## src/design/ring_defines.svh

```systemverilog
//------------------------------
// sizing for the ring switch
// NODE_ID_WIDTH must cover NODE_COUNT
// RING_FIFO_DEPTH of 2 or more, bubble rule needs two free entries
//------------------------------
`ifndef RING_DEFINES_SVH
`define RING_DEFINES_SVH

// ring size and node addressing
`define NODE_COUNT 7
`define NODE_ID_WIDTH 3

// flit fields
`define PAYLOAD_WIDTH 32
`define SEQ_WIDTH 8

// entries in each ring input buffer
`define RING_FIFO_DEPTH 4

// cycles a waiting injection yields before it wins over transit
`define INJECT_WAIT_LIMIT 8

`endif

```

## src/design/ringPkg.sv

```systemverilog
//------------------------------
// flit, link and grant types for the ring
// field widths follow ring_defines.svh
//------------------------------
`default_nettype none

`include "ring_defines.svh"

package ringPkg;

    // destination first, routers only look at this field
    typedef struct packed {
        logic [`NODE_ID_WIDTH-1:0] dest;
        logic [`NODE_ID_WIDTH-1:0] src;
        logic [`SEQ_WIDTH-1:0]     seq;
        logic [`PAYLOAD_WIDTH-1:0] payload;
    } flitT;

    // one link beat, ready travels beside it
    typedef struct packed {
        logic valid;
        flitT flit;
    } ringLinkT;

    typedef enum logic [1:0] {
        GRANT_NONE    = 2'd0,
        GRANT_TRANSIT = 2'd1,
        GRANT_INJECT  = 2'd2
    } grantT;

endpackage

`default_nettype wire

```

## src/design/ringFifo.sv

```systemverilog
//------------------------------
// ring input buffer, writer must respect slotAvail
// slot and bubble flags lag one edge behind pops
//------------------------------
`default_nettype none

`include "ring_defines.svh"

module ringFifo
    import ringPkg::*;
(
    input  wire           clk,
    input  wire           rst,
    input  wire ringLinkT wrLink,
    input  wire           rdEn,
    output ringLinkT      head,
    output logic          slotAvail,
    output logic          bubbleAvail
);

    localparam int Depth = `RING_FIFO_DEPTH;
    localparam int PtrWidth = $clog2(Depth);
    localparam int CntWidth = $clog2(Depth + 1);

    flitT mem [Depth];

    logic [PtrWidth-1:0] wrPtr;
    logic [PtrWidth-1:0] rdPtr;
    logic [CntWidth-1:0] count;

    // flit storage
    always_ff @(posedge clk) begin
        if (wrLink.valid) begin
            mem[wrPtr] <= wrLink.flit;
        end
    end

    always_ff @(posedge clk) begin
        if (rst) begin
            wrPtr <= '0;
            rdPtr <= '0;
            count <= '0;
        end else begin
            if (wrLink.valid) begin
                wrPtr <= (wrPtr == PtrWidth'(Depth - 1)) ? '0 : wrPtr + 1'b1;
            end
            if (rdEn) begin
                rdPtr <= (rdPtr == PtrWidth'(Depth - 1)) ? '0 : rdPtr + 1'b1;
            end
            case ({wrLink.valid, rdEn})
                2'b10: count <= count + 1'b1;
                2'b01: count <= count - 1'b1;
                default: count <= count;
            endcase
        end
    end

    assign head = '{valid: count != '0, flit: mem[rdPtr]};

    // one free entry takes a transit flit, two are needed to inject
    assign slotAvail = count < CntWidth'(Depth);
    assign bubbleAvail = count <= CntWidth'(Depth - 2);

    // upstream link register must wait for a free slot
    noWriteWhenFull: assert property (
        @(posedge clk) disable iff (rst)
        wrLink.valid |-> count != CntWidth'(Depth)
    ) else $error("ring buffer written while full");

    noReadWhenEmpty: assert property (
        @(posedge clk) disable iff (rst)
        rdEn |-> count != '0
    ) else $error("ring buffer popped while empty");

endmodule

`default_nettype wire

```

## src/design/ringLinkArbiter.sv

```systemverilog
//------------------------------
// shares one outgoing ring link
// transit first, injection needs a bubble downstream
// a starved injection wins after INJECT_WAIT_LIMIT cycles
//------------------------------
`default_nettype none

`include "ring_defines.svh"

module ringLinkArbiter
    import ringPkg::*;
(
    input  wire           clk,
    input  wire           rst,
    input  wire ringLinkT transit,
    input  wire ringLinkT inject,
    input  wire           slotAvail,
    input  wire           bubbleAvail,
    output logic          transitTaken,
    output logic          injectReady,
    output ringLinkT      ringOut
);

    localparam int WaitWidth = $clog2(`INJECT_WAIT_LIMIT + 1);
    localparam logic [WaitWidth-1:0] WaitMax = WaitWidth'(`INJECT_WAIT_LIMIT);

    logic                 linkValid;
    flitT                 linkFlit;
    logic [WaitWidth-1:0] waitCnt;
    logic                 canLoad;
    logic                 injectStarved;
    grantT                grant;

    // link register is empty or hands its flit on at this edge
    assign canLoad = !linkValid || slotAvail;
    assign injectStarved = waitCnt == WaitMax;

    // ready does not look at inject.valid
    assign injectReady = canLoad && bubbleAvail && (!transit.valid || injectStarved);

    always_comb begin
        grant = GRANT_NONE;
        if (inject.valid && injectReady) begin
            grant = GRANT_INJECT;
        end else if (transit.valid && canLoad) begin
            grant = GRANT_TRANSIT;
        end
    end

    assign transitTaken = grant == GRANT_TRANSIT;

    always_ff @(posedge clk) begin
        if (rst) begin
            linkValid <= 1'b0;
        end else if (grant != GRANT_NONE) begin
            linkValid <= 1'b1;
        end else if (slotAvail) begin
            linkValid <= 1'b0;
        end
    end

    always_ff @(posedge clk) begin
        case (grant)
            GRANT_TRANSIT: linkFlit <= transit.flit;
            GRANT_INJECT: linkFlit <= inject.flit;
            default: linkFlit <= linkFlit;
        endcase
    end

    // saturating count of cycles an offered flit went unserved
    always_ff @(posedge clk) begin
        if (rst) begin
            waitCnt <= '0;
        end else if (grant == GRANT_INJECT || !inject.valid) begin
            waitCnt <= '0;
        end else if (!injectStarved) begin
            waitCnt <= waitCnt + 1'b1;
        end
    end

    assign ringOut = '{valid: linkValid, flit: linkFlit};

    injectNeedsBubble: assert property (
        @(posedge clk) disable iff (rst)
        (grant == GRANT_INJECT) |-> bubbleAvail
    ) else $error("injection granted without two free slots downstream");

endmodule

`default_nettype wire

```

## src/design/ringRouter.sv

```systemverilog
//------------------------------
// one ring node, ejects flits addressed to NodeId
// everything else goes on to the next node
// inject must never name this node as destination
//------------------------------
`default_nettype none

`include "ring_defines.svh"

module ringRouter
    import ringPkg::*;
#(
    parameter int NodeId = 0
) (
    input  wire           clk,
    input  wire           rst,
    input  wire ringLinkT ringIn,
    output logic          slotAvail,
    output logic          bubbleAvail,
    output ringLinkT      ringOut,
    input  wire           nextSlotAvail,
    input  wire           nextBubbleAvail,
    input  wire ringLinkT inject,
    output logic          injectReady,
    output ringLinkT      eject,
    input  wire           ejectReady
);

    localparam logic [`NODE_ID_WIDTH-1:0] LocalId = NodeId[`NODE_ID_WIDTH-1:0];

    ringLinkT fifoWr;
    ringLinkT head;
    ringLinkT transit;
    logic     isLocal;
    logic     transitTaken;
    logic     headPop;

    // accept from upstream only while a slot is free
    assign fifoWr = '{valid: ringIn.valid && slotAvail, flit: ringIn.flit};

    ringFifo uFifo (
        .clk(clk),
        .rst(rst),
        .wrLink(fifoWr),
        .rdEn(headPop),
        .head(head),
        .slotAvail(slotAvail),
        .bubbleAvail(bubbleAvail)
    );

    // destination decode on the buffer head
    assign isLocal = head.flit.dest == LocalId;

    assign eject = '{valid: head.valid && isLocal, flit: head.flit};
    assign transit = '{valid: head.valid && !isLocal, flit: head.flit};

    assign headPop = (eject.valid && ejectReady) || transitTaken;

    ringLinkArbiter uArbiter (
        .clk(clk),
        .rst(rst),
        .transit(transit),
        .inject(inject),
        .slotAvail(nextSlotAvail),
        .bubbleAvail(nextBubbleAvail),
        .transitTaken(transitTaken),
        .injectReady(injectReady),
        .ringOut(ringOut)
    );

    // a self-addressed flit would circle the ring for good
    injectNotLocal: assert property (
        @(posedge clk) disable iff (rst)
        inject.valid |-> inject.flit.dest != LocalId
    ) else $error("flit injected at node %0d addressed to itself", NodeId);

    ejectHeld: assert property (
        @(posedge clk) disable iff (rst)
        (eject.valid && !ejectReady) |=> eject.valid && $stable(eject.flit)
    ) else $error("eject flit changed under back-pressure at node %0d", NodeId);

endmodule

`default_nettype wire

```

## src/design/ringSwitch.sv

```systemverilog
//------------------------------
// seven nodes on a clockwise ring
// node i feeds node i+1, the last wraps to node 0
//------------------------------
`default_nettype none

`include "ring_defines.svh"

module ringSwitch
    import ringPkg::*;
(
    input  wire                      clk,
    input  wire                      rst,
    input  wire ringLinkT            inject [`NODE_COUNT],
    output logic [`NODE_COUNT-1:0]   injectReady,
    output ringLinkT                 eject [`NODE_COUNT],
    input  wire [`NODE_COUNT-1:0]    ejectReady
);

    // ringLink[i] leaves node i, slotAvail[i] comes back from node i
    wire ringLinkT               ringLink [`NODE_COUNT];
    wire [`NODE_COUNT-1:0]       slotAvail;
    wire [`NODE_COUNT-1:0]       bubbleAvail;

    for (genvar i = 0; i < `NODE_COUNT; i++) begin : gNode
        localparam int Prev = (i + `NODE_COUNT - 1) % `NODE_COUNT;
        localparam int Next = (i + 1) % `NODE_COUNT;

        ringRouter #(
            .NodeId(i)
        ) uRouter (
            .clk(clk),
            .rst(rst),
            .ringIn(ringLink[Prev]),
            .slotAvail(slotAvail[i]),
            .bubbleAvail(bubbleAvail[i]),
            .ringOut(ringLink[i]),
            .nextSlotAvail(slotAvail[Next]),
            .nextBubbleAvail(bubbleAvail[Next]),
            .inject(inject[i]),
            .injectReady(injectReady[i]),
            .eject(eject[i]),
            .ejectReady(ejectReady[i])
        );
    end

endmodule

`default_nettype wire

```

## config.mk

```make
export PLATFORM = sky130hd
export DESIGN_NAME = ringSwitch
export DESIGN_NICKNAME = d
export VERILOG_FILES = /design/src/design/ringPkg.sv /design/src/design/ringFifo.sv /design/src/design/ringLinkArbiter.sv /design/src/design/ringRouter.sv /design/src/design/ringSwitch.sv
export VERILOG_INCLUDE_DIRS = /design/src /design/src/design
export SDC_FILE = /design/constraint.sdc
export NUM_CORES = 1
export LEC_CHECK = 0
export BUFFER_PORTS_ARGS = -buffer_cell sky130_fd_sc_hd__buf_2
export CORE_MARGIN = 2
export CORE_UTILIZATION = 63
export CTS_CLUSTER_DIAMETER = 50
export CTS_CLUSTER_SIZE = 28
export DETAILED_ROUTE_END_ITERATION = 8
export GPL_TIMING_DRIVEN = 0
export HOLD_SLACK_MARGIN = 0.05
export PLACE_DENSITY = 0.88
export SKIP_CTS_REPAIR_TIMING = 1
export SYNTH_ARGS = -nofsm -noshare
export SYNTH_HDL_FRONTEND = slang
export SYNTH_SLANG_ARGS = --single-unit
```

## constraint.sdc

```tcl
create_clock -name clk -period 11.8 [get_ports clk]
set_input_delay 1.18 -clock clk [delete_from_list [all_inputs] [get_ports clk]]
set_output_delay 1.18 -clock clk [all_outputs]
set_load 0.02 [all_outputs]
```

======== Word level (Yosys, flattened, before mapping) ========
Memories as Yosys holds them, arrays and structs flattened. A register that Yosys moved wholly into a read port is not among the register bits.
Cells that the tools add are included.
cells by class
  reduce and logical (&&, ||, !) cells .... 155
  add/subtract/negate cells ............... 35
  mux-type cells .......................... 84
  magnitude comparators ................... 14
  equal/unequal tests ..................... 55
operators with widths
  kind                                                                              count
  46-bit case mux with 2 select lines                                               7
  2-bit 2-to-1 mux                                                                  35
  2-bit equality test, second input constant                                        28
  1-bit logical AND                                                                 56
  2-bit nonzero test                                                                28
  3-bit case mux with 2 select lines                                                7
  1-bit 2-to-1 mux                                                                  35
  2-bit by 1-bit adder with 2-bit output, second input constant                     14
  4-bit by 1-bit adder with 4-bit output, second input constant                     7
  2-bit by 1-bit equality test with 1-bit output, second input constant             14
  4-bit equality test, second input constant                                        7
  1-bit logical NOT                                                                 28
  1-bit logical OR                                                                  28
  3-bit by 1-bit adder with 3-bit output, second input constant                     7
  3-bit by 2-bit less-or-equal comparator with 1-bit output, second input constant  7
  3-bit < comparator, second input constant                                         7
  3-bit nonzero test                                                                7
  3-bit by 1-bit subtractor with 3-bit output, second input constant                7
  2-bit OR reduction                                                                7
  3-bit equality test, second input constant                                        3
  3-bit by 2-bit equality test with 1-bit output, second input constant             2
  3-bit by 1-bit equality test with 1-bit output, second input constant             1
  3-bit logical NOT                                                                 1
storage, ports and cells
  output and inout bits ................... 336
  memory bits (writable) .................. 1,288
  memories kept ........................... 7
  word-level logic and storage cells ...... 413
  bits of input ports ..................... 338
  bits in registers ....................... 406
memories
  name                        words  width  rd ports  clocked after Yosys merged registers in  wr ports  line            source
  gNode[0].uRouter.uFifo.mem  4      46     1         1                                        1         ringFifo.sv:25  flitT mem [Depth];
  gNode[1].uRouter.uFifo.mem  4      46     1         1                                        1         ringFifo.sv:25
  gNode[2].uRouter.uFifo.mem  4      46     1         1                                        1         ringFifo.sv:25
  gNode[3].uRouter.uFifo.mem  4      46     1         1                                        1         ringFifo.sv:25
  gNode[4].uRouter.uFifo.mem  4      46     1         1                                        1         ringFifo.sv:25
  gNode[5].uRouter.uFifo.mem  4      46     1         1                                        1         ringFifo.sv:25
  +1 memories                 -      -      -         -                                        -         -

======== Depth between registers and ports, before layout ========
  word-level depth ........................ 12
  gate-level depth with buffers ........... 13
  mapped depth without buffers ............ 12

======== By module ========
From an unflattened synthesis, not the netlist that was laid out.
unflattened totals
  cell total of the unflattened synthesis .. 2,989
  area, all modules ....................... 66,214.8 um2
modules (own cells, without submodules)
  module                              cells an instance  area each (um2)  times used  seq. area each (um2)
  ringFifo                            289                7,150.6          7           5,705.5
  ringLinkArbiter                     133                2,272.2          7           1,481.4
  ringRouter at gNode[3].uRouter ...  5                  35.0             3           0.0
  ringRouter at gNode[1].uRouter ...  5                  37.5             2           0.0
  ringRouter at gNode[0].uRouter      5                  38.8             1           0.0
  ringRouter at gNode[4].uRouter      5                  36.3             1           0.0

======== Worst setup path after synthesis ========
Ideal clock, no wire load.
  kind .................................... reg-to-reg
  start point ............................. reg (tool-made name)
  end point ............................... reg gNode[4].uRouter.uArbiter.linkFlit (netlist bit gNode[4].uRouter.uArbiter.ringOut[0]), enable pin
  buffers on the path ..................... 2
  path slack .............................. 7.696 ns
  library setup time ...................... 0.459 ns
  data arrival time ....................... 3.645 ns
  cell stages (with the launch flop) ...... 7
  required time ........................... 11.341 ns
  cells stage by stage .................... dfxtp_1 > buf_6 > mux4_2 > or3b_1 > buf_2 > o31ai_1 > o21bai_1
RTL lines
  what                  line                   source
  to (signal assigned)  ringLinkArbiter.sv:64  GRANT_TRANSIT: linkFlit <= transit.flit;
  to (signal assigned)  ringLinkArbiter.sv:65  GRANT_INJECT: linkFlit <= inject.flit;
  to (signal assigned)  ringLinkArbiter.sv:66  default: linkFlit <= linkFlit;
  to (decl)             ringLinkArbiter.sv:28  flitT linkFlit;

==> metrics.md <==
| Metric | Value |
|---|---|
| Area Overhead vs Synth | `16.2%` |
| Final hold vios | `0` |
| Max_slew headroom | `34.6%` |
| Max Clock Freq | `216 MHz` |
| Internal power | `15.1 mW` |
| Synth Cell Area | `0.0657 mm²` |
| Port buffer count | `672` |
| Max H-tree Level | `4` |
| Total gr overflow | `0` |
| Die width | `327 µm` |
| Routed WL | `185 mm` |
| First-pass GRT wire length | `256 mm` |
| Min cycle time layout | `4.62 ns` |
| Critical Path AT | `3.44 ns` |
| Post-synthesis mux area share | `17.2%` |
| Share of cells above drive strength 1 | `41.2%` |
| Avg Vias per Cell | `6.63` |
| Combinational share of power | `37.6%` |
| DRT Pass-1 Iters | `6` |
| Vias in the first global route | `35200` |
| Ys flop type | `edfxtp_1` |
| Vias | `35500` |
| Crit-path slowest cell | `a21boi_1` |
| Antenna Nets Post-Route | `0` |
| Critical path required time | `10.62 ns` |
| Initial antenna violation count | `68` |
| Avg WL per Cell | `34.5 µm` |
| Crit Path Max Fanout | `10` |
| Core ar. | `0.103 mm²` |
| Die ar. | `0.107 mm²` |
| Core Rows | `118` |
| Synth async-reset ratio | `0%` |
| Gr usage total | `34.5%` |
| Final setup vio count | `0` |
| Max Buffers Root-to-Sink | `3` |
| Delay-heaviest family, CP | `buffers and inverters` |
| Drt drc | `0` |
| TritonCTS clock tree | `yes` |
| Final setup TNS | `0 ns` |
| Main combinational cell family by area after synthesis | `multiplexers` |
| HP Class | `reg -> reg` |
| Synth unique cells | `46` |
| Maxcap violations | `0` |
| Synth Area in Adders | `1.28%` |
| Post-synth EDFFs | `1610` |
| Ports | `674` |
| Sequential power share | `42.8%` |
| Slew Limit Fails | `0` |
| 1st-iter DRT viols | `5243` |
| Die Ht | `327 µm` |
| Mean Syn Cell Area | `22.0 µm²` |
| XOR/XNOR Fraction of Synth Area | `0.453%` |
| P_sw | `9.07 mW` |
| Status | `finished, final reports clean` |
| Starting Density | `63.5%` |
| RSZ-0062 raised after global routing | `false` |
| Synth Area in Compound Gates | `0.893%` |
| Peak VDD IR | `271 µV` |
| CP Class | `reg -> out` |
| Tightest Pin Transition | `0.981 ns` |
| GP Congestion | `0.931` |
| Simple-gate share of the synthesized area | `2.03%` |
| Ys Warns | `0` |
| Final Power | `24.2 mW` |
| Clock power frac | `19.6%` |
| Largest net degree at the start of global routing | `36` |
| Pwr dens | `317 mW/mm²` |
| Leakage power | `26.0 nW` |
| #FFs+latches synth | `1708` |
| Clock sink total | `1708` |
| Mapped Cells | `2987` |
| HPWL Detailed | `128 mm` |
| Worst Setup End Kind | `primary output` |
| Clock Pin Slew Worst Setup and Hold Paths | `0.08 ns` |
| Crit path buf inv count | `3` |
| Crit path largest cell delay | `0.56 ns` |
| CP Cell Sequence | `clkbuf_1 > mux4_2 > nand3b_1 > a21boi_1 > buf_4 > buf_2` |
| Worst Skew | `0.0445 ns` |
| Synth Net Count | `3388` |
| Switching portion of total power | `37.5%` |
| TritonCTS buffer count | `133` |
| Register area share after synthesis | `76.6%` |
| Final net count | `4231` |
| Root Driver | `clkbuf_16` |
| Clock Latency Late Sink | `0.77 ns` |
| CP Launch Type | `flop` |
| Fin crit share | `39.2%` |
metal layers:
metal / track usage (%) / vias to the layer above / wire [µm]
met3: 8.31 / 529 / 22600
met2: 55.3 / 2938 / 89900
met1: 44.7 / 18100 / 61300
met4: 17.8 / 40 / 11100
li1: - / 13900 / -
met5: 0 / - / 251
worst reg2reg max path, cell delays in order, from the launching register on:
cell	delay, ns
dfxtp_1	0.30
clkbuf_1	0.55
mux4_2	0.54
nand3b_1	0.36
a21oi_1	0.33
buf_2	0.37
buf_4	0.28
o21bai_4	0.36
buf_12	0.30
cell usage in the layout, fill, tap and decap left out, drive strengths merged, types with 12 or more instances in the layout:
cell type / Yosys / routed
edfxtp: 1610 / 1610
mux4: 322 / 322
and2: 35 / 35
clkbuf: 43 / 192
clkinv: 0 / 42
a21oi: 62 / 62
nor4b: 22 / 22
bufinv: 0 / 12
mux2i: 15 / 15
mux2: 329 / 329
nor3: 22 / 22
inv: 64 / 93
nand2b: 17 / 17
xor2: 27 / 27
buf: 84 / 792
nor2b: 21 / 21
nor2: 52 / 52
ha: 56 / 56
dfxtp: 98 / 98
diode: 0 / 43
nand2: 20 / 20
state kept, by name, summed over array words and instances, names as in the netlist, named ones only:
| name | count |
|---|---|
| gNode.uRouter.uFifo.wrPtr | 14 |
| gNode.uRouter.uArbiter.waitCnt | 28 |
| gNode.uRouter.uFifo.rdPtr | 14 |
| gNode.uRouter.uArbiter.ringOut | 322 |
| gNode.uRouter.uFifo.count | 21 |
| gNode.uRouter.uArbiter.linkValid | 7 |
| gNode.uRouter.uFifo.mem | 1288 |
power by group through the flow:
stage | clock (mW) | combinational [mW] | sequential [mW]
3_5_place_dp | 0 | 8.81 | 10.4
2_1_floorplan | 0 | 5.26 | 10.0
5_1_grt | 4.95 | 9.31 | 10.5
4_1_cts | 4.76 | 8.98 | 10.3
3_3_place_gp | 0 | 8.47 | 10.4
6_report | 4.74 | 9.09 | 10.3
synth_stat cells (7+ instances only):
cell | instances | area, µm²
a21oi_1 | 59 | 295
a311oi_1 | 7 | 61.3
and2_1 | 35 | 219
and3b_1 | 7 | 61.3
buf_1 | 32 | 120
buf_2 | 14 | 70.1
buf_4 | 23 | 173
clkbuf_1 | 40 | 150
dfxtp_1 | 98 | 1960
edfxtp_1 | 1610 | 48300
fa_1 | 7 | 140
ha_1 | 56 | 701
inv_1 | 64 | 240
mux2_1 | 56 | 631
mux2_2 | 213 | 2400
mux2_4 | 60 | 901
mux2i_1 | 15 | 150
mux4_2 | 322 | 7250
nand2_1 | 20 | 75.1
nand2b_1 | 17 | 106
nand3_1 | 7 | 35.0
nand3b_1 | 9 | 67.6
nor2_1 | 52 | 195
nor2b_1 | 21 | 131
nor3_1 | 21 | 105
nor4b_1 | 22 | 193
o21ai_0 | 7 | 35.0
o21bai_1 | 7 | 52.6
or3_1 | 7 | 43.8
xnor2_1 | 7 | 61.3
xor2_1 | 27 | 236
final timing paths:
check / end / from / depth (start not counted) / slack (ns)
max: injectReady[5] / flop / 6 / 7.18
min: gNode[3].uRouter.uFifo.mem[3][11]$_DFFE_PP_ / gNode[2].uRouter.uArbiter.ringOut[11]$_DFFE_PP_ / 0 / 0.48
max reg2reg: gNode[6].uRouter.uArbiter.ringOut[1]$_DFFE_PP_ / flop / 8 / 8.09
min reg2reg: gNode[3].uRouter.uFifo.mem[3][11]$_DFFE_PP_ / gNode[2].uRouter.uArbiter.ringOut[11]$_DFFE_PP_ / 0 / 0.48
stage by stage:
stage,setup WS [ns],cell area [µm²],utilization [%],std cells,hold slack (ns)
2_1_floorplan,7.70,65700,-,2987,0.459
3_3_place_gp,5.75,70800,68.4,5039,0.466
3_5_place_dp,8.01,71600,69.2,5075,0.480
4_1_cts,7.19,76200,73.7,5317,0.490
5_1_grt,7.09,76300,73.7,5335,0.501
6_report,7.18,76300,73.8,5360,0.479
cell families (layout without fill, tap and decap cells):
logic type	after synthesis	count (layout)
flip-flops	1708	1708
multiplexers	666	666
AND/OR/NAND/NOR	230	230
buffers and inverters	191	1141
AO/OA/AOI/OAI	95	95
adder cells (fa/ha/maj)	63	63
XOR/XNOR	34	34
other	0	43
final cells by class:
cell class / count / area [µm²]
Antenna cell: 43 / 108
Inverter: 64 / 240
Tap cell: 1380 / 1730
Clock inverter: 93 / 1060
Clock buffer: 149 / 3540
Timing Repair Buffer: 708 / 4080
Multi-Input combinational cell: 1088 / 14500
Buffer: 127 / 761
Sequential cell: 1708 / 50300
Fill cell: 5390 / 27200
Power figures use the tool's default switching activity.
